`src/hdl/core_defs.svh`:
```
`ifndef CORE_DEFS_SVH
`define CORE_DEFS_SVH

// datapath and register file
`define CORE_DATA_WIDTH     32
`define CORE_REG_BITS       5
`define CORE_NUM_REGS       32
`define CORE_IMM_BITS       16

// data memory, word addressed
`define CORE_MEM_ADDR_BITS  8
`define CORE_MEM_WORDS      256

// instruction fields
`define CORE_OPCODE_MSB     31
`define CORE_OPCODE_LSB     26
`define CORE_RS_MSB         25
`define CORE_RS_LSB         21
`define CORE_RT_MSB         20
`define CORE_RT_LSB         16
`define CORE_RD_MSB         15
`define CORE_RD_LSB         11
`define CORE_IMM_MSB        15
`define CORE_IMM_LSB        0

`endif

```
`src/hdl/isa_pkg.sv`:
```
`default_nettype none

package isa_pkg;

  // opcode field, unlisted codes behave as nop
  typedef enum logic [5:0] {
    OP_NOP  = 6'd0,
    OP_ADD  = 6'd1,
    OP_SUB  = 6'd2,
    OP_AND  = 6'd3,
    OP_OR   = 6'd4,
    OP_SLT  = 6'd5,
    OP_ADDI = 6'd6,
    OP_ORI  = 6'd7,
    OP_LW   = 6'd8,
    OP_SW   = 6'd9
  } opcode_e;

  // how an instruction uses its fields
  typedef enum logic [2:0] {
    CLS_NONE,
    CLS_REG,
    CLS_IMM,
    CLS_LOAD,
    CLS_STORE
  } instr_class_e;

  function automatic instr_class_e op_class(opcode_e op);
    case (op)
      OP_ADD, OP_SUB, OP_AND, OP_OR, OP_SLT: op_class = CLS_REG;
      OP_ADDI, OP_ORI: op_class = CLS_IMM;
      OP_LW: op_class = CLS_LOAD;
      OP_SW: op_class = CLS_STORE;
      default: op_class = CLS_NONE;
    endcase
  endfunction

endpackage

`default_nettype wire

```
`src/hdl/pipe_pkg.sv`:
```
`default_nettype none

package pipe_pkg;

  typedef enum logic [2:0] {
    ALU_ADD,
    ALU_SUB,
    ALU_AND,
    ALU_OR,
    ALU_SLT
  } alu_op_e;

  typedef enum logic [1:0] {
    MEM_NONE,
    MEM_LOAD,
    MEM_STORE
  } mem_op_e;

  // operand source in execute
  typedef enum logic [1:0] {
    FWD_REG,
    FWD_EX_MEM,
    FWD_MEM_WB
  } fwd_sel_e;

endpackage

`default_nettype wire

```
`src/hdl/decode_stage.sv`:
```
`timescale 1ns/1ps
`default_nettype none

`include "core_defs.svh"

module decode_stage (
  input  logic                        clk,
  input  logic                        rst,
  input  logic                        instr_valid,
  input  logic [`CORE_DATA_WIDTH-1:0] instr,
  output logic [`CORE_REG_BITS-1:0]   rs_addr,
  output logic [`CORE_REG_BITS-1:0]   rt_addr,
  input  logic [`CORE_DATA_WIDTH-1:0] rs_data,
  input  logic [`CORE_DATA_WIDTH-1:0] rt_data,
  output logic                        ex_valid,
  output logic [`CORE_REG_BITS-1:0]   ex_rs,
  output logic [`CORE_REG_BITS-1:0]   ex_rt,
  output logic [`CORE_REG_BITS-1:0]   ex_dst,
  output logic [`CORE_DATA_WIDTH-1:0] ex_rs_data,
  output logic [`CORE_DATA_WIDTH-1:0] ex_rt_data,
  output logic [`CORE_IMM_BITS-1:0]   ex_imm,
  output pipe_pkg::alu_op_e           ex_alu_op,
  output logic                        ex_alu_src,
  output pipe_pkg::mem_op_e           ex_mem_op,
  output logic                        ex_reg_write
);

  isa_pkg::opcode_e          opcode;
  isa_pkg::instr_class_e     op_cls;
  logic [`CORE_REG_BITS-1:0] rd;
  logic [`CORE_REG_BITS-1:0] dst;
  pipe_pkg::alu_op_e         alu_op;
  pipe_pkg::mem_op_e         mem_op;
  logic                      alu_src;
  logic                      reg_write;

  //////////////////////////////////////////////////////////////////////
  // field extraction

  assign opcode  = isa_pkg::opcode_e'(instr[`CORE_OPCODE_MSB:`CORE_OPCODE_LSB]);
  assign rs_addr = instr[`CORE_RS_MSB:`CORE_RS_LSB];
  assign rt_addr = instr[`CORE_RT_MSB:`CORE_RT_LSB];
  assign rd      = instr[`CORE_RD_MSB:`CORE_RD_LSB];
  assign op_cls  = isa_pkg::op_class(opcode);

  //////////////////////////////////////////////////////////////////////
  // control table

  always_comb begin
    case (opcode)
      isa_pkg::OP_SUB: alu_op = pipe_pkg::ALU_SUB;
      isa_pkg::OP_AND: alu_op = pipe_pkg::ALU_AND;
      isa_pkg::OP_OR,
      isa_pkg::OP_ORI: alu_op = pipe_pkg::ALU_OR;
      isa_pkg::OP_SLT: alu_op = pipe_pkg::ALU_SLT;
      // add also forms load/store addresses
      default: alu_op = pipe_pkg::ALU_ADD;
    endcase

    case (op_cls)
      isa_pkg::CLS_LOAD:  mem_op = pipe_pkg::MEM_LOAD;
      isa_pkg::CLS_STORE: mem_op = pipe_pkg::MEM_STORE;
      default:            mem_op = pipe_pkg::MEM_NONE;
    endcase

    alu_src = (op_cls == isa_pkg::CLS_IMM) || (op_cls == isa_pkg::CLS_LOAD) ||
              (op_cls == isa_pkg::CLS_STORE);
    dst = (op_cls == isa_pkg::CLS_REG) ? rd : rt_addr;
    // r0 is never written
    reg_write = ((op_cls == isa_pkg::CLS_REG) || (op_cls == isa_pkg::CLS_IMM) ||
                 (op_cls == isa_pkg::CLS_LOAD)) && (dst != '0);
  end

  //////////////////////////////////////////////////////////////////////
  // decode/execute register

  always_ff @(posedge clk) begin
    if (rst) begin
      ex_valid     <= 1'b0;
      ex_reg_write <= 1'b0;
      ex_mem_op    <= pipe_pkg::MEM_NONE;
    end else begin
      ex_valid     <= instr_valid;
      ex_reg_write <= instr_valid & reg_write;
      ex_mem_op    <= instr_valid ? mem_op : pipe_pkg::MEM_NONE;
    end
  end

  always_ff @(posedge clk) begin
    ex_rs      <= rs_addr;
    ex_rt      <= rt_addr;
    ex_dst     <= dst;
    ex_rs_data <= rs_data;
    ex_rt_data <= rt_data;
    ex_imm     <= instr[`CORE_IMM_MSB:`CORE_IMM_LSB];
    ex_alu_op  <= alu_op;
    ex_alu_src <= alu_src;
  end

  // a store never writes a register
  store_no_write_a: assert property (@(posedge clk) disable iff (rst)
    ex_valid |-> !(ex_reg_write && ex_mem_op == pipe_pkg::MEM_STORE));

endmodule

`default_nettype wire

```
`config.mk`:
```
export PLATFORM = sky130hd
export DESIGN_NAME = decode_stage
export DESIGN_NICKNAME = d
export VERILOG_FILES = /design/src/hdl/isa_pkg.sv /design/src/hdl/pipe_pkg.sv /design/src/hdl/decode_stage.sv
export VERILOG_INCLUDE_DIRS = /design/src /design/src/hdl
export SDC_FILE = /design/constraint.sdc
export NUM_CORES = 1
export LEC_CHECK = 0
export ABC_AREA = 1
export BUFFER_PORTS_ARGS = -buffer_cell sky130_fd_sc_hd__buf_4
export CAP_MARGIN = 40
export CORE_MARGIN = 5
export CORE_UTILIZATION = 35
export DETAILED_ROUTE_END_ITERATION = 7
export PLACE_DENSITY = 0.8
export SYNTH_ARGS = -nofsm -noshare
export SYNTH_HDL_FRONTEND = slang
export SYNTH_SLANG_ARGS = --single-unit
```
`constraint.sdc`:
```
create_clock -name clk -period 1.1 [get_ports clk]
set_input_delay 0.165 -clock clk [delete_from_list [all_inputs] [get_ports clk]]
set_output_delay 0.165 -clock clk [all_outputs]
set_load 0.05 [all_outputs]
```
==> flow_metrics.py <==
metrics = {
    "outcome": {
        "outcome": "complete, no violations",
    },
    "pwr": {
        "combPwrFrac": 0.227,
        "p_int_w": 0.00566,
        "p_clk_frac": 0.286,
        "sequentialPowerShare": 0.487,
        "irDropWorstVdd_uv": 984,
        "power.leakage_nw": 2.63,
        "p_switching_w": 0.00258,
        "p_sw_frac": 0.313,
        "total_power_w": 0.00824,
        "powerDensity_nw_per_um2": 1540,
    },
    "worst_setup_path": {
        "worst-path-max-fanout": 1,
        "startpoint_type": "flip-flop",
        "worst-path-stages": 1,
        "slowest_stage": "dfxtp_1",
        "crit_path_max_incr_delay_ps": 360,
        "cp_top_family": "flip-flops",
        "path_cells": "buf_4",
        "critical_path_arrival_ps": 930,
        "crit_type": "reg2out",
        "end_kind": "output port",
        "path_buf_inv": 1,
        "required_ps": 940,
    },
    "yosys": {
        "yosysWarnings": 0,
        "synthTopCellsByCount": "dfxtp_1, inv_1, nand2_1",
        "synth.top_cell.area_share": 0.852,
        "synthCells": 170,
        "synth_area_um2": 2420,
        "synth_fp_nets": 269,
        "synthTopCellsByArea": "dfxtp_1, buf_4, inv_1",
        "async_flop_share": 0,
        "synth_most_common_cell": "dfxtp_1",
        "ys_ff_latch": 103,
        "yosys.area.top_type": "dfxtp_1",
        "synth-seq-area-share": 0.852,
        "syn_area_per_cell_um2": 14.2,
        "ys.flop_type": "dfxtp_1",
        "ys_types": 17,
        "synth_edf_count": 0,
    },
    "grt": {
        "grt-ovfl-total": 0,
        "track_usage": 0.227,
        "grt_max_degree": 20,
        "grt_pass1_vias": 2781,
        "grt_pass1_wl_um": 14800,
        "grt_antenna_before_repair": 0,
    },
    "cells_and_area": {
        "drive_gt1_frac": 0.525,
        "syn_to_final_growth_pct": 121,
        "nets": 582,
        "diodes": 0,
        "fill_cells": 380,
        "fin_util": 0.792,
        "stdcell_count": 568,
    },
    "detailed_routing": {
        "first_pass_iters": 4,
        "drtAntennaViolNets": 0,
        "finalWirelength_um": 10900,
        "drtIter0Drc": 57,
        "drc": 0,
        "vias_per_cell": 4.28,
        "wl_per_cell_um": 19.2,
        "vias": 2429,
    },
    "cts": {
        "cts_root_buf": "clkbuf_8",
        "cts_setup_buffers": 0,
        "clkTransAtPathRegs_ps": 120,
        "cts_sinks": 103,
        "htree_levels": 3,
        "clockBufferDepth": 2,
        "cts_inserted_buffers": 9,
        "cts_tree": "yes",
    },
    "timing": {
        "hold_ws_ps": 22.2,
        "setup_viol": 0,
        "worst_pin_slew_ps": 231,
        "slew_viol_final": 0,
        "fin_crit_sh": 0.993,
        "final-hold-violation-count": 0,
        "slew_headroom": 0.845,
        "tns_ps": 0,
        "period_needed_ps": 1090,
        "fmax_mhz": 915,
    },
    "floorplan": {
        "rows": 30,
        "core_area_um2": 6760,
        "die_width_um": 93.2,
        "die_h_um": 93.2,
        "die_area_um2": 8680,
        "initial_core_util": 0.358,
        "io_pins": 212,
    },
    "place": {
        "dp_hpwl_um": 6260,
        "dp_cells": 461,
        "portBuffers": 211,
        "place.gp.congestion": 0.830,
    },
    "worst_hold_path": {
        "hold_path.class": "in2reg",
        "min_delay_path_depth": 2,
    },
    "run": {
        "drv_cap": 0,
    },
}
-- repair_timing --
action / 4_1_cts / 5_1_grt
resized for setup: 0 / 45
endpoints found under the setup margin: 0 / 33
hold buffers: 91 / 0
hold endpoints to repair: 91 / 0
-- logic make-up after synthesis --
kind of cell	after synthesis	share of synthesized area
DFF	103	0.852
and+or+nand+nor	33	0.0760
buffers and inverters	27	0.0574
AOI/OAI and AO/OA	7	0.0145
-- registers in the layout, indices dropped and copies added, names as in the netlist --
signal / cells
ex_alu_op: 3
ex_alu_src: 1
ex_dst: 5
ex_imm: 16
ex_mem_op: 2
ex_reg_write: 1
ex_rs: 5
ex_rs_data: 32
ex_rt: 5
ex_rt_data: 32
ex_valid: 1
-- layer usage --
metal | wire (um) | vias up | global-route usage
li1 | - | 1140 | -
met1 | 3500 | 1150 | 0.205
met2 | 6260 | 122 | 0.458
met3 | 932 | 17 | 0.0917
met4 | 212 | 0 | 0.0562
met5 | 0 | - | 0
-- power groups by stage --
stage | logic (W) | registers [W] | clock network (W)
final | 0.00187 | 0.00402 | 0.00236
after global placement | 0.00150 | 0.00406 | 0
after detailed placement | 0.00152 | 0.00407 | 0
after CTS | 0.00179 | 0.00398 | 0.00234
after floorplan | 0.000164 | 0.00476 | 0
after global routing | 0.00193 | 0.00403 | 0.00257
-- metrics by stage --
stage | area, um^2 | setup WS, ps
3_5_place_dp | 4100 | -65.1
2_1_floorplan | 2420 | 128
4_1_cts | 5220 | 18.7
6_report | 5350 | 7.48
3_3_place_gp | 4100 | -31.3
5_1_grt | 5350 | -45.6
-- layout make-up --
type	instances	area (um^2)	share of cell area
multi-input cells	40	219	0.0409
well taps	80	100	0.0187
inverters	17	63.8	0.0119
repair buffers	312	2690	0.503
flip-flops and latches	103	2080	0.388
clock buffers	10	138	0.0257
clock inverters	6	62.6	0.0117
-- placed cells by master, fill, tap and decap left out, types with 2 or more instances in the layout --
master	instances
buf_4	188
dfxtp_1	91
dlygate4sd3_1	91
buf_6	33
inv_1	15
nand2_1	14
dfxtp_2	12
clkbuf_8	10
o21ai_1	7
nor2_1	5
nand3_1	4
inv_2	2
nand4_1	2
inv_6	2
clkinv_4	2
-- worst paths after layout --
path                  startpoint              to  slack (ps)
hold / removal         instr[26]    ex_alu_op[0]          20
setup / recovery  ex_rt_data[13]  ex_rt_data[13]           7
Note: power is estimated with default switching activity, not from simulation.
