**config.mk**
```make
export PLATFORM = sky130hd
export DESIGN_NAME = execute_stage
export DESIGN_NICKNAME = d
export VERILOG_FILES = /design/src/hdl/pipe_pkg.sv /design/src/hdl/execute_stage.sv
export VERILOG_INCLUDE_DIRS = /design/src /design/src/hdl
export SDC_FILE = /design/constraint.sdc
export NUM_CORES = 1
export LEC_CHECK = 0
export BUFFER_PORTS_ARGS = -buffer_cell sky130_fd_sc_hd__buf_2
export CAP_MARGIN = 20
export CORE_ASPECT_RATIO = 0.8
export CORE_MARGIN = 5
export CORE_UTILIZATION = 25
export CTS_CLUSTER_DIAMETER = 40
export DETAILED_ROUTE_END_ITERATION = 8
export PLACE_DENSITY_LB_ADDON = 0.08
export SYNTH_ARGS = -nofsm -noshare
export SYNTH_HDL_FRONTEND = slang
export SYNTH_SLANG_ARGS = --single-unit
```
**constraint.sdc**
```tcl
create_clock -name clk -period 15 [get_ports clk]
set_input_delay 0 -clock clk [delete_from_list [all_inputs] [get_ports clk]]
set_output_delay 0 -clock clk [all_outputs]
set_load 0.02 [all_outputs]
```
**src/hdl/core_defs.svh**
```systemverilog
`ifndef CORE_DEFS_SVH
`define CORE_DEFS_SVH

// datapath and register file
`define CORE_DATA_WIDTH     32
`define CORE_REG_BITS       5
`define CORE_NUM_REGS       32
`define CORE_IMM_BITS       16

// data memory, word addressed
`define CORE_MEM_ADDR_BITS  8
`define CORE_MEM_WORDS      256

// instruction fields
`define CORE_OPCODE_MSB     31
`define CORE_OPCODE_LSB     26
`define CORE_RS_MSB         25
`define CORE_RS_LSB         21
`define CORE_RT_MSB         20
`define CORE_RT_LSB         16
`define CORE_RD_MSB         15
`define CORE_RD_LSB         11
`define CORE_IMM_MSB        15
`define CORE_IMM_LSB        0

`endif

```
**src/hdl/pipe_pkg.sv**
```systemverilog
`default_nettype none

package pipe_pkg;

  typedef enum logic [2:0] {
    ALU_ADD,
    ALU_SUB,
    ALU_AND,
    ALU_OR,
    ALU_SLT
  } alu_op_e;

  typedef enum logic [1:0] {
    MEM_NONE,
    MEM_LOAD,
    MEM_STORE
  } mem_op_e;

  // operand source in execute
  typedef enum logic [1:0] {
    FWD_REG,
    FWD_EX_MEM,
    FWD_MEM_WB
  } fwd_sel_e;

endpackage

`default_nettype wire

```
**src/hdl/execute_stage.sv**
```systemverilog
`timescale 1ns/1ps
`default_nettype none

`include "core_defs.svh"

module execute_stage (
  input  logic                           clk,
  input  logic                           rst,
  input  logic                           ex_valid,
  input  logic [`CORE_REG_BITS-1:0]      ex_rs,
  input  logic [`CORE_REG_BITS-1:0]      ex_rt,
  input  logic [`CORE_REG_BITS-1:0]      ex_dst,
  input  logic [`CORE_DATA_WIDTH-1:0]    ex_rs_data,
  input  logic [`CORE_DATA_WIDTH-1:0]    ex_rt_data,
  input  logic [`CORE_IMM_BITS-1:0]      ex_imm,
  input  pipe_pkg::alu_op_e              ex_alu_op,
  input  logic                           ex_alu_src,
  input  pipe_pkg::mem_op_e              ex_mem_op,
  input  logic                           ex_reg_write,
  input  logic                           mem_fwd_valid,
  input  logic [`CORE_REG_BITS-1:0]      mem_fwd_reg,
  input  logic [`CORE_DATA_WIDTH-1:0]    mem_fwd_data,
  input  logic                           wb_valid,
  input  logic [`CORE_REG_BITS-1:0]      wb_reg,
  input  logic [`CORE_DATA_WIDTH-1:0]    wb_data,
  output logic                           m_valid,
  output logic [`CORE_REG_BITS-1:0]      m_dst,
  output logic                           m_reg_write,
  output pipe_pkg::mem_op_e              m_mem_op,
  output logic [`CORE_MEM_ADDR_BITS-1:0] m_addr,
  output logic [`CORE_DATA_WIDTH-1:0]    m_result,
  output logic [`CORE_DATA_WIDTH-1:0]    m_store_data
);

  pipe_pkg::fwd_sel_e          rs_sel;
  pipe_pkg::fwd_sel_e          rt_sel;
  logic [`CORE_DATA_WIDTH-1:0] op_a;
  logic [`CORE_DATA_WIDTH-1:0] rt_fwd;
  logic [`CORE_DATA_WIDTH-1:0] op_b;
  logic [`CORE_DATA_WIDTH-1:0] alu_sum;
  logic [`CORE_DATA_WIDTH-1:0] alu_result;

  //////////////////////////////////////////////////////////////////////
  // forwarding unit

  // younger producer wins, r0 is never forwarded
  function automatic pipe_pkg::fwd_sel_e fwd_select(
    input logic [`CORE_REG_BITS-1:0] src
  );
    if (src == '0) begin
      fwd_select = pipe_pkg::FWD_REG;
    end else if (mem_fwd_valid && mem_fwd_reg == src) begin
      fwd_select = pipe_pkg::FWD_EX_MEM;
    end else if (wb_valid && wb_reg == src) begin
      fwd_select = pipe_pkg::FWD_MEM_WB;
    end else begin
      fwd_select = pipe_pkg::FWD_REG;
    end
  endfunction

  function automatic logic [`CORE_DATA_WIDTH-1:0] fwd_mux(
    input pipe_pkg::fwd_sel_e          sel,
    input logic [`CORE_DATA_WIDTH-1:0] reg_val
  );
    case (sel)
      pipe_pkg::FWD_EX_MEM: fwd_mux = mem_fwd_data;
      pipe_pkg::FWD_MEM_WB: fwd_mux = wb_data;
      default:              fwd_mux = reg_val;
    endcase
  endfunction

  always_comb begin
    rs_sel = fwd_select(ex_rs);
    rt_sel = fwd_select(ex_rt);
    op_a   = fwd_mux(rs_sel, ex_rs_data);
    rt_fwd = fwd_mux(rt_sel, ex_rt_data);
  end

  //////////////////////////////////////////////////////////////////////
  // alu

  // immediate is zero-extended
  assign op_b = ex_alu_src ?
                {{(`CORE_DATA_WIDTH-`CORE_IMM_BITS){1'b0}}, ex_imm} : rt_fwd;
  assign alu_sum = op_a + op_b;

  always_comb begin
    case (ex_alu_op)
      pipe_pkg::ALU_SUB: alu_result = op_a - op_b;
      pipe_pkg::ALU_AND: alu_result = op_a & op_b;
      pipe_pkg::ALU_OR:  alu_result = op_a | op_b;
      pipe_pkg::ALU_SLT: begin
        alu_result = ($signed(op_a) < $signed(op_b)) ? 32'd1 : 32'd0;
      end
      default: alu_result = alu_sum;
    endcase
  end

  //////////////////////////////////////////////////////////////////////
  // execute/memory register

  always_ff @(posedge clk) begin
    if (rst) begin
      m_valid     <= 1'b0;
      m_reg_write <= 1'b0;
      m_mem_op    <= pipe_pkg::MEM_NONE;
    end else begin
      m_valid     <= ex_valid;
      m_reg_write <= ex_valid & ex_reg_write;
      m_mem_op    <= ex_valid ? ex_mem_op : pipe_pkg::MEM_NONE;
    end
  end

  always_ff @(posedge clk) begin
    m_dst        <= ex_dst;
    m_addr       <= alu_sum[`CORE_MEM_ADDR_BITS-1:0];
    m_result     <= alu_result;
    m_store_data <= rt_fwd;
  end

  // memory stage must really be writing a non-zero register
  fwd_ex_mem_a: assert property (@(posedge clk) disable iff (rst)
    (rs_sel == pipe_pkg::FWD_EX_MEM || rt_sel == pipe_pkg::FWD_EX_MEM) |->
      (m_valid && m_reg_write && m_dst != '0));

endmodule

`default_nettype wire

```
==> results of run 1 <==
-- per-layer routing --
metal / part of all wire [%] / wire length [um]
met1: 50 / 20600
met2: 40 / 16500
met3: 8.8 / 3630
met4: 1.7 / 688
met5: 0.13 / 54
-- kinds of logic after synthesis --
logic type,after synthesis,synth area share (%)
AO/OA/AOI/OAI,471,35.2
AND/OR/NAND/NOR,325,17.1
buffers and inverters,220,10.8
adder cells (fa/ha/maj),103,14.9
flip-flops,81,18.6
XOR/XNOR,32,3.21
multiplexers,2,0.244
-- Yosys cell counts (8+ instances only) --
master | count | area share, %
a211oi_1 | 12 | 1.0
a21o_1 | 11 | 0.95
a21oi_1 | 114 | 6.5
a221o_1 | 8 | 0.92
a221oi_1 | 14 | 1.4
a22oi_1 | 69 | 5.9
a31oi_1 | 10 | 0.72
and3_1 | 8 | 0.57
clkbuf_1 | 56 | 2.4
dfxtp_1 | 81 | 19
ha_1 | 100 | 14
inv_1 | 144 | 6.2
nand2_1 | 103 | 4.4
nand2b_1 | 8 | 0.57
nand3_1 | 16 | 0.92
nand4_1 | 8 | 0.57
nor2_1 | 112 | 4.8
nor3_1 | 15 | 0.86
o21a_1 | 19 | 1.6
o21ai_0 | 115 | 6.6
o21bai_1 | 13 | 1.1
o221ai_1 | 12 | 1.2
o22ai_1 | 17 | 1.2
or2_2 | 18 | 1.3
xnor2_1 | 20 | 2.0
xor2_1 | 12 | 1.2
-- layout make-up --
| class | instances | area [sq um] |
|---|---|---|
| clock buffers | 11 | 243 |
| clock inverters | 3 | 90.1 |
| repair buffers | 330 | 1990 |
| fillers | 3778 | 23300 |
| well taps | 472 | 591 |
| inverters | 144 | 541 |
| diodes | 3 | 7.51 |
| flip-flops and latches | 81 | 1620 |
| multi-input cells | 933 | 6210 |
-- where the power goes --
group	internal, W	leakage (nW)	switching, W	total [W]
Combinational	0.000163	4.39	0.000287	0.000450
Sequential	0.000248	0.682	0.00000953	0.000258
Clock	0.000166	0.162	0.000108	0.000273
Total	0.000577	5.24	0.000404	0.000981
-- metrics by stage --
step | hold WS, ps | setup slack (ps)
final | 4.39 | 9430
after CTS | 0.954 | 9470
after floorplan | 27.7 | 10130
after detailed placement | 104 | 9070
after global routing | 27.5 | 8920
after global placement | 103 | 9190
-- worst min-delay path by stage --
stage                          start          endpoint  cells past startpoint
global route        mem_fwd_data[22]  m_store_data[22]                      5
CTS                 mem_fwd_data[22]  m_store_data[22]                      5
detailed placement         ex_dst[3]          m_dst[3]                      1
global placement           ex_dst[3]          m_dst[3]                      1
floorplan                  ex_dst[0]          m_dst[0]                      0
finish              mem_fwd_data[14]  m_store_data[14]                      5
-- registers in the layout, summed over array words and instances, names as in the netlist --
name	count
m_dst	5
m_mem_op	2
m_addr	8
m_reg_write	1
m_store_data	32
m_valid	1
m_result	32
==> qor.csv, run 1 <==
stage,metric,value,unit
run_status,status,"complete, no violations",
synthesis,synth_nets,1517,
global_route,grt_most_used_layer,met1,
timing,fin_setup_tns,0,ps
clock_network,post_cts.resized_instances,0,
finish,final_core_util,32.7,%
pwr,power_density,86.9,nW/um^2
clock_network,clk_pin_slew,70,ps
setup_path,crit_type,in -> reg,
route,viasPerCell,5.15,
global_route,grt_antenna_before_repair,9,
finish,final_common_cell,buf_2,
clock_network,cts.sinks,81,
route,ant_nets,0,
pwr,power.total,0.000981,W
global_route,grtUsageMet2,29.6,%
clock_network,ctsHoldBuffers,59,
setup_path,cp_max_fo,32,
clock_network,ctsRootBufferMaster,clkbuf_16,
setup_path,cpLargestDelayFamily,compound AO/OA/AOI/OAI gates,
finish,syn_to_final_growth,29.4,%
synthesis,synth_seq_cells,81,
placed_design,placed_cell_area,10300,sq um
placed_design,gp_congestion,0.922,
timing,rsz0062_at_grt,no,
setup_path,critPathMaxStageDelay,640,ps
setup_path,crit_arrival,5800,ps
timing,setup_viol,0,
finish,final_area,11300,sq um
setup_path,cp.depth,21,
timing,worst_slew_pin_slew,1110,ps
synthesis,synth_edf_count,0,
clock_network,htreeDepth,3,
floorplanning,die_x,219,um
floorplanning,rows,61,
worst_hold_path,hp-class,in -> reg,
timing,maxSlewHeadroom,25.3,%
setup_path,worstSetupStartpointType,primary input,
route,drtIter0Drc,974,
floorplanning,dieArea,38800,sq um
global_route,grt_pass1_vias,10200,
setup_path,crit_path_end_kind,register,
global_route,use_met3,5.95,%
pwr,p_leak,5.24,nW
placed_design,dp_hpwl,32.9,mm
synthesis,yosysUniqueCellTypes,74,
synthesis,ys.flop_type,dfxtp_1,
finish,fin_nets,1782,
setup_path,worstPathRequired,15240,ps
timing,clock.fmax,180,MHz
route,dr.pass1.iters,7,
timing,drv_slew,0,
route,num_vias,10200,
setup_path,crit_slowest_cell,ha_2,
pwr,vdd_ir_drop_max,0.0566,mV
finish,drive_gt1_share,21.8,%
synthesis,ys_warn_count,0,
timing,finalCriticalPeriod,5570,ps
timing,min_period_over_period,37.1,%
finish,final_cells,1977,
clock_network,cts_buffer_depth,2,
finish,layout_common_cells,"buf_2 (261), inv_1 (144), o21ai_0 (115)",
synthesis,syn_avg_cell_area,7.07,sq um
clock_network,post_cts_buffers,0,
placed_design,place_inst,1900,
floorplanning,dieHeight,177,um
setup_path,critPathBufInv,2,
floorplanning,start_util,25.2,%
floorplanning,top_level_ports,262,
clock_network,numCtsBuffers,9,
route,drc,0,
route,wire_per_inst,21.0,um
setup_path,cp_common_cell,a21oi_1,
setup_path,setup.worst_path.start,ex_rt[0],
synthesis,syn_area,8730,sq um
global_route,gr-usage-met1,31.7,%
job,cap_violations,0,
global_route,grt_overflow,0,
synthesis,synth_cells,1234,
placed_design,io_buffer_count,261,
clock_network,cts_tree,yes,
route,drt_wl_total,41.5,mm
global_route,grt_pass1_wl,62.7,mm
floorplanning,coreArea,34600,sq um
setup_path,crit_path_cell_trace,"buf_2, or4_1, a21oi_1, or3_1, ha_2, a22oi_1, nor2_1, a21oi_1, o21ai_0, ha_1, inv_1, fa_1, and2b_2, o21ai_1, nand3_1, a221oi_1, o31ai_1, a221o_1, a41o_2, a2111oi_0, a2bb2oi_1",
timing,hold_violations,0,
synthesis,synthArstFlopShare,0,%
global_route,grt_max_degree,65,
synthesis,ys_seq_area_share,18.6,%
setup_path,cp-endpoint,m_result[30],
global_route,grtUsageTotal,21.0,%
(Power assumes the default switching activity.)
==> run 2: changes to the inputs <==
Settings changed: ABC_AREA set to 1.
Clock period 15 ns to 4.5 ns, I/O delays scaled along.
==> run 2 against run 1 <==
- synthesized area rose by 9.0%
- largest cell class unchanged
- global-route usage rose by 1.4 points
- sequential share of layout area fell by 1.1 points
- final area rose by 8.1%
- setup slack got worse by 9000 ps
- count of clock-buffer cells in the layout fell by 2
- sequential power rose to 3.4 times the previous value
- final cell count rose by 19%
- non-clock buffer count rose by 18
- die area rose by 8.5%
- synthesized cell count rose by 27%
- power rose to 3.6 times the previous value
==> qor.csv, run 2 <==
stage,metric,value,unit,change
global_route,grt_max_degree,49,,was 65
timing,fin_ws,412,ps,was 9430 ps
route,drt_wl_total,48.2,mm,was 41.5 mm
route,drtIter0Drc,911,,was 974
global_route,grt_antenna_before_repair,17,,was 9
floorplanning,rows,63,,was 61
floorplanning,dieHeight,184,um,was 177 um
synthesis,synth_seq_cells,81,,unchanged
placed_design,dp_hpwl,41.4,mm,was 32.9 mm
floorplanning,start_util,25.5,%,was 25.2%
pwr,combPwrFrac,52.3,%,was 45.8%
setup_path,cpLargestDelayFamily,simple AND/OR/NAND/NOR gates,,was compound AO/OA/AOI/OAI gates
setup_path,crit_path_end_kind,register,,unchanged
pwr,netSwitchingPower,0.00169,W,was 0.000404 W
clock_network,ctsRootBufferMaster,clkbuf_16,,unchanged
synthesis,synthArstFlopShare,0,%,unchanged
timing,fin_setup_tns,0,ps,unchanged
pwr,vdd_ir_drop_max,0.167,mV,was 0.0566 mV
job,cap_violations,0,,unchanged
setup_path,cp_max_fo,31,,was 32
synthesis,synth_edf_count,0,,unchanged
timing,drv_slew,0,,unchanged
clock_network,clk_pin_slew,70,ps,about the same
timing,maxSlewHeadroom,33.0,%,was 25.3%
run_status,status,"complete, no violations",,unchanged
pwr,intPower,0.00188,W,was 0.000577 W
route,num_vias,11400,,"was 10,200"
setup_path,cp_common_cell,nand2_1,,was a21oi_1
pwr,clkPwrFrac,23.0,%,was 27.9%
clock_network,htreeDepth,3,,unchanged
floorplanning,die_x,228,um,was 219 um
synthesis,synth_compound_area_share,21.9,%,was 35.2%
clock_network,post_cts.resized_instances,0,,unchanged
route,drc,0,,unchanged
setup_path,worstPathRequired,4770,ps,"was 15,240 ps"
placed_design,gp_congestion,0.940,,was 0.922
synthesis,synth_top_family_by_area,simple AND/OR/NAND/NOR gates,,was compound AO/OA/AOI/OAI gates
synthesis,ys_seq_area_share,17.0,%,was 18.6%
floorplanning,dieArea,42100,sq um,"was 38,800 sq um"
synthesis,muxShareOfSynthArea,0,%,was 0.244%
floorplanning,coreArea,37300,sq um,"was 34,600 sq um"
pwr,netSwitchingFraction,47.5,%,was 41.2%
floorplanning,top_level_ports,262,,unchanged
synthesis,synth_nets,1855,,"was 1,517"
global_route,grtUsageTotal,22.5,%,was 21.0%
global_route,grt_overflow,0,,unchanged
route,ant_nets,0,,unchanged
setup_path,worstSetupStartpointType,primary input,,unchanged
finish,layout_common_cells,"nand2_1 (360), inv_1 (284), buf_2 (261)",,"was buf_2 (261), inv_1 (144), o21ai_0 (115)"
synthesis,synth.area.top_cells,"dfxtp_1 (17%), nand2_1 (14%), ha_1 (13%), inv_1 (11%), a221o_1 (6.7%)",,"was dfxtp_1 (19%), ha_1 (14%), o21ai_0 (6.6%), a21oi_1 (6.5%), inv_1 (6.2%)"
synthesis,yosys.cell_count.top_type,nand2_1,,was inv_1
synthesis,synth_cells,1572,,"was 1,234"
setup_path,crit_type,in -> reg,,unchanged
pwr,p_leak,6.73,nW,was 5.24 nW
placed_design,place_inst,2294,,"was 1,900"
finish,syn_to_final_growth,28.3,%,was 29.4%
synthesis,syn_area,9510,sq um,was 8730 sq um
clock_network,cts_buffer_depth,2,,unchanged
synthesis,yosysUniqueCellTypes,45,,was 74
route,wire_per_inst,20.4,um,was 21.0 um
synthesis,synth_xor_area_share,1.01,%,was 3.21%
global_route,grt_pass1_vias,11600,,"was 10,200"
synthesis,synthSimpleGateAreaFrac,31.0,%,was 17.1%
finish,final_core_util,32.7,%,about the same
placed_design,io_buffer_count,261,,unchanged
synthesis,synth_top_cell_by_area,dfxtp_1,,unchanged
setup_path,critPathBufInv,8,,was 2
timing,setup_viol,0,,unchanged
clock_network,numCtsBuffers,9,,unchanged
placed_design,place_ws,85.4,ps,was 9070 ps
timing,worst_slew_pin_slew,1000,ps,was 1110 ps
timing,rsz0062_at_grt,no,,unchanged
setup_path,critPathMaxStageDelay,740,ps,was 640 ps
finish,top_regs,"m_result x32, m_store_data x32, m_addr x8",,unchanged
timing,finalCriticalPeriod,4090,ps,
pwr,power_density,292,nW/um^2,was 86.9 nW/um^2
setup_path,crit_slowest_cell,o21ai_0,,was ha_2
finish,final_cells,2360,,"was 1,977"
timing,whs,29.8,ps,was 4.39 ps
clock_network,cts_tree,yes,,unchanged
setup_path,crit_arrival,4360,ps,was 5800 ps
route,dr.pass1.iters,5,,was 7
synthesis,syn_avg_cell_area,6.05,sq um,was 7.07 sq um
synthesis,synth_top_cell_area_share,17.0,%,was 18.6%
route,viasPerCell,4.85,,was 5.15
finish,drive_gt1_share,21.1,%,was 21.8%
clock_network,cts.sinks,81,,unchanged
finish,fin_nets,2148,,"was 1,782"
synthesis,synthTopCellsByCount,"nand2_1 (360), inv_1 (284), nor2_1 (134), o21ai_0 (120), nand3_1 (106)",,"was inv_1 (144), o21ai_0 (115), a21oi_1 (114), nor2_1 (112), nand2_1 (103)"
synthesis,ys_warn_count,0,,unchanged
pwr,power_frac_seq,24.8,%,was 26.3%
global_route,grt_pass1_wl,71.8,mm,was 62.7 mm
finish,final_common_cell,nand2_1,,was buf_2
synthesis,ys.flop_type,dfxtp_1,,unchanged
timing,min_period_over_period,90.8,%,
timing,clock.fmax,245,MHz,
worst_hold_path,hp-class,in -> reg,,unchanged
timing,hold_violations,0,,unchanged
synthesis,synthAdderAreaFrac,13.6,%,was 14.9%
-- run 2: cell types whose count changed in the layout (fill, tap and decap cells not counted), sizes merged, moves of 17 or more --
cell   before  now
a221o       8   64
a22oi      69    0
buf       271  301
inv       144  303
nand2     103  382
nand3      16  110
nor2      112  145
o21a       19    0
xnor2      20    3
-- run 2: final timing paths --
path / from / to / slack, ps / depth (start not counted)
max: ex_rs[3] / m_result[31] / 410 / 26
min: mem_fwd_data[22] / m_store_data[22] / 30 / 4
-- run 2: timing repair --
| item | CTS | global route |
|---|---|---|
| hold endpoints to repair | 41 | 0 |
| setup buffers | 0 | 0 |
| hold buffers | 47 | 0 |
-- run 2: cells by family (layout without fill, tap and decap cells) --
family          after synthesis  after routing
simple gates                684            684
buf+inv                     369            667
compound gates              325            325
fa+ha+maj                   102            102
flops                        81             81
xor+xnor                     11             11
other cells                   0              3
-- run 2: final cells by class --
class	instances	area [sq um]
repair buffers	348	2100
flip-flops and latches	81	1620
clock inverters	7	76.3
diodes	3	7.51
fillers	4215	25100
inverters	303	1140
well taps	487	609
clock buffers	9	225
multi-input cells	1122	6420
-- run 2: layer usage --
metal	up-vias	wire (um)	GRT usage (%)	part of all wire, %
li1	5666	-	-	-
met1	5306	24500	33.6	51
met2	387	18900	31.7	39
met3	60	3950	6.58	8.2
met4	28	680	4.48	1.4
met5	-	182	0	0.38
-- run 2: power by group through the flow --
stage / Sequential (W) / Combinational [W] / Clock, W
2_1_floorplan: 0.00105 / 0.000980 / 0
3_3_place_gp: 0.000900 / 0.00183 / 0
3_5_place_dp: 0.000902 / 0.00182 / 0
4_1_cts: 0.000888 / 0.00186 / 0.000859
5_1_grt: 0.000895 / 0.00206 / 0.000875
6_report: 0.000884 / 0.00187 / 0.000820
-- run 2: stage by stage --
step,power (W),area [sq um]
2_1_floorplan,0.00203,9510
3_3_place_gp,0.00273,11400
3_5_place_dp,0.00272,11400
4_1_cts,0.00360,12200
5_1_grt,0.00383,12200
6_report,0.00357,12200
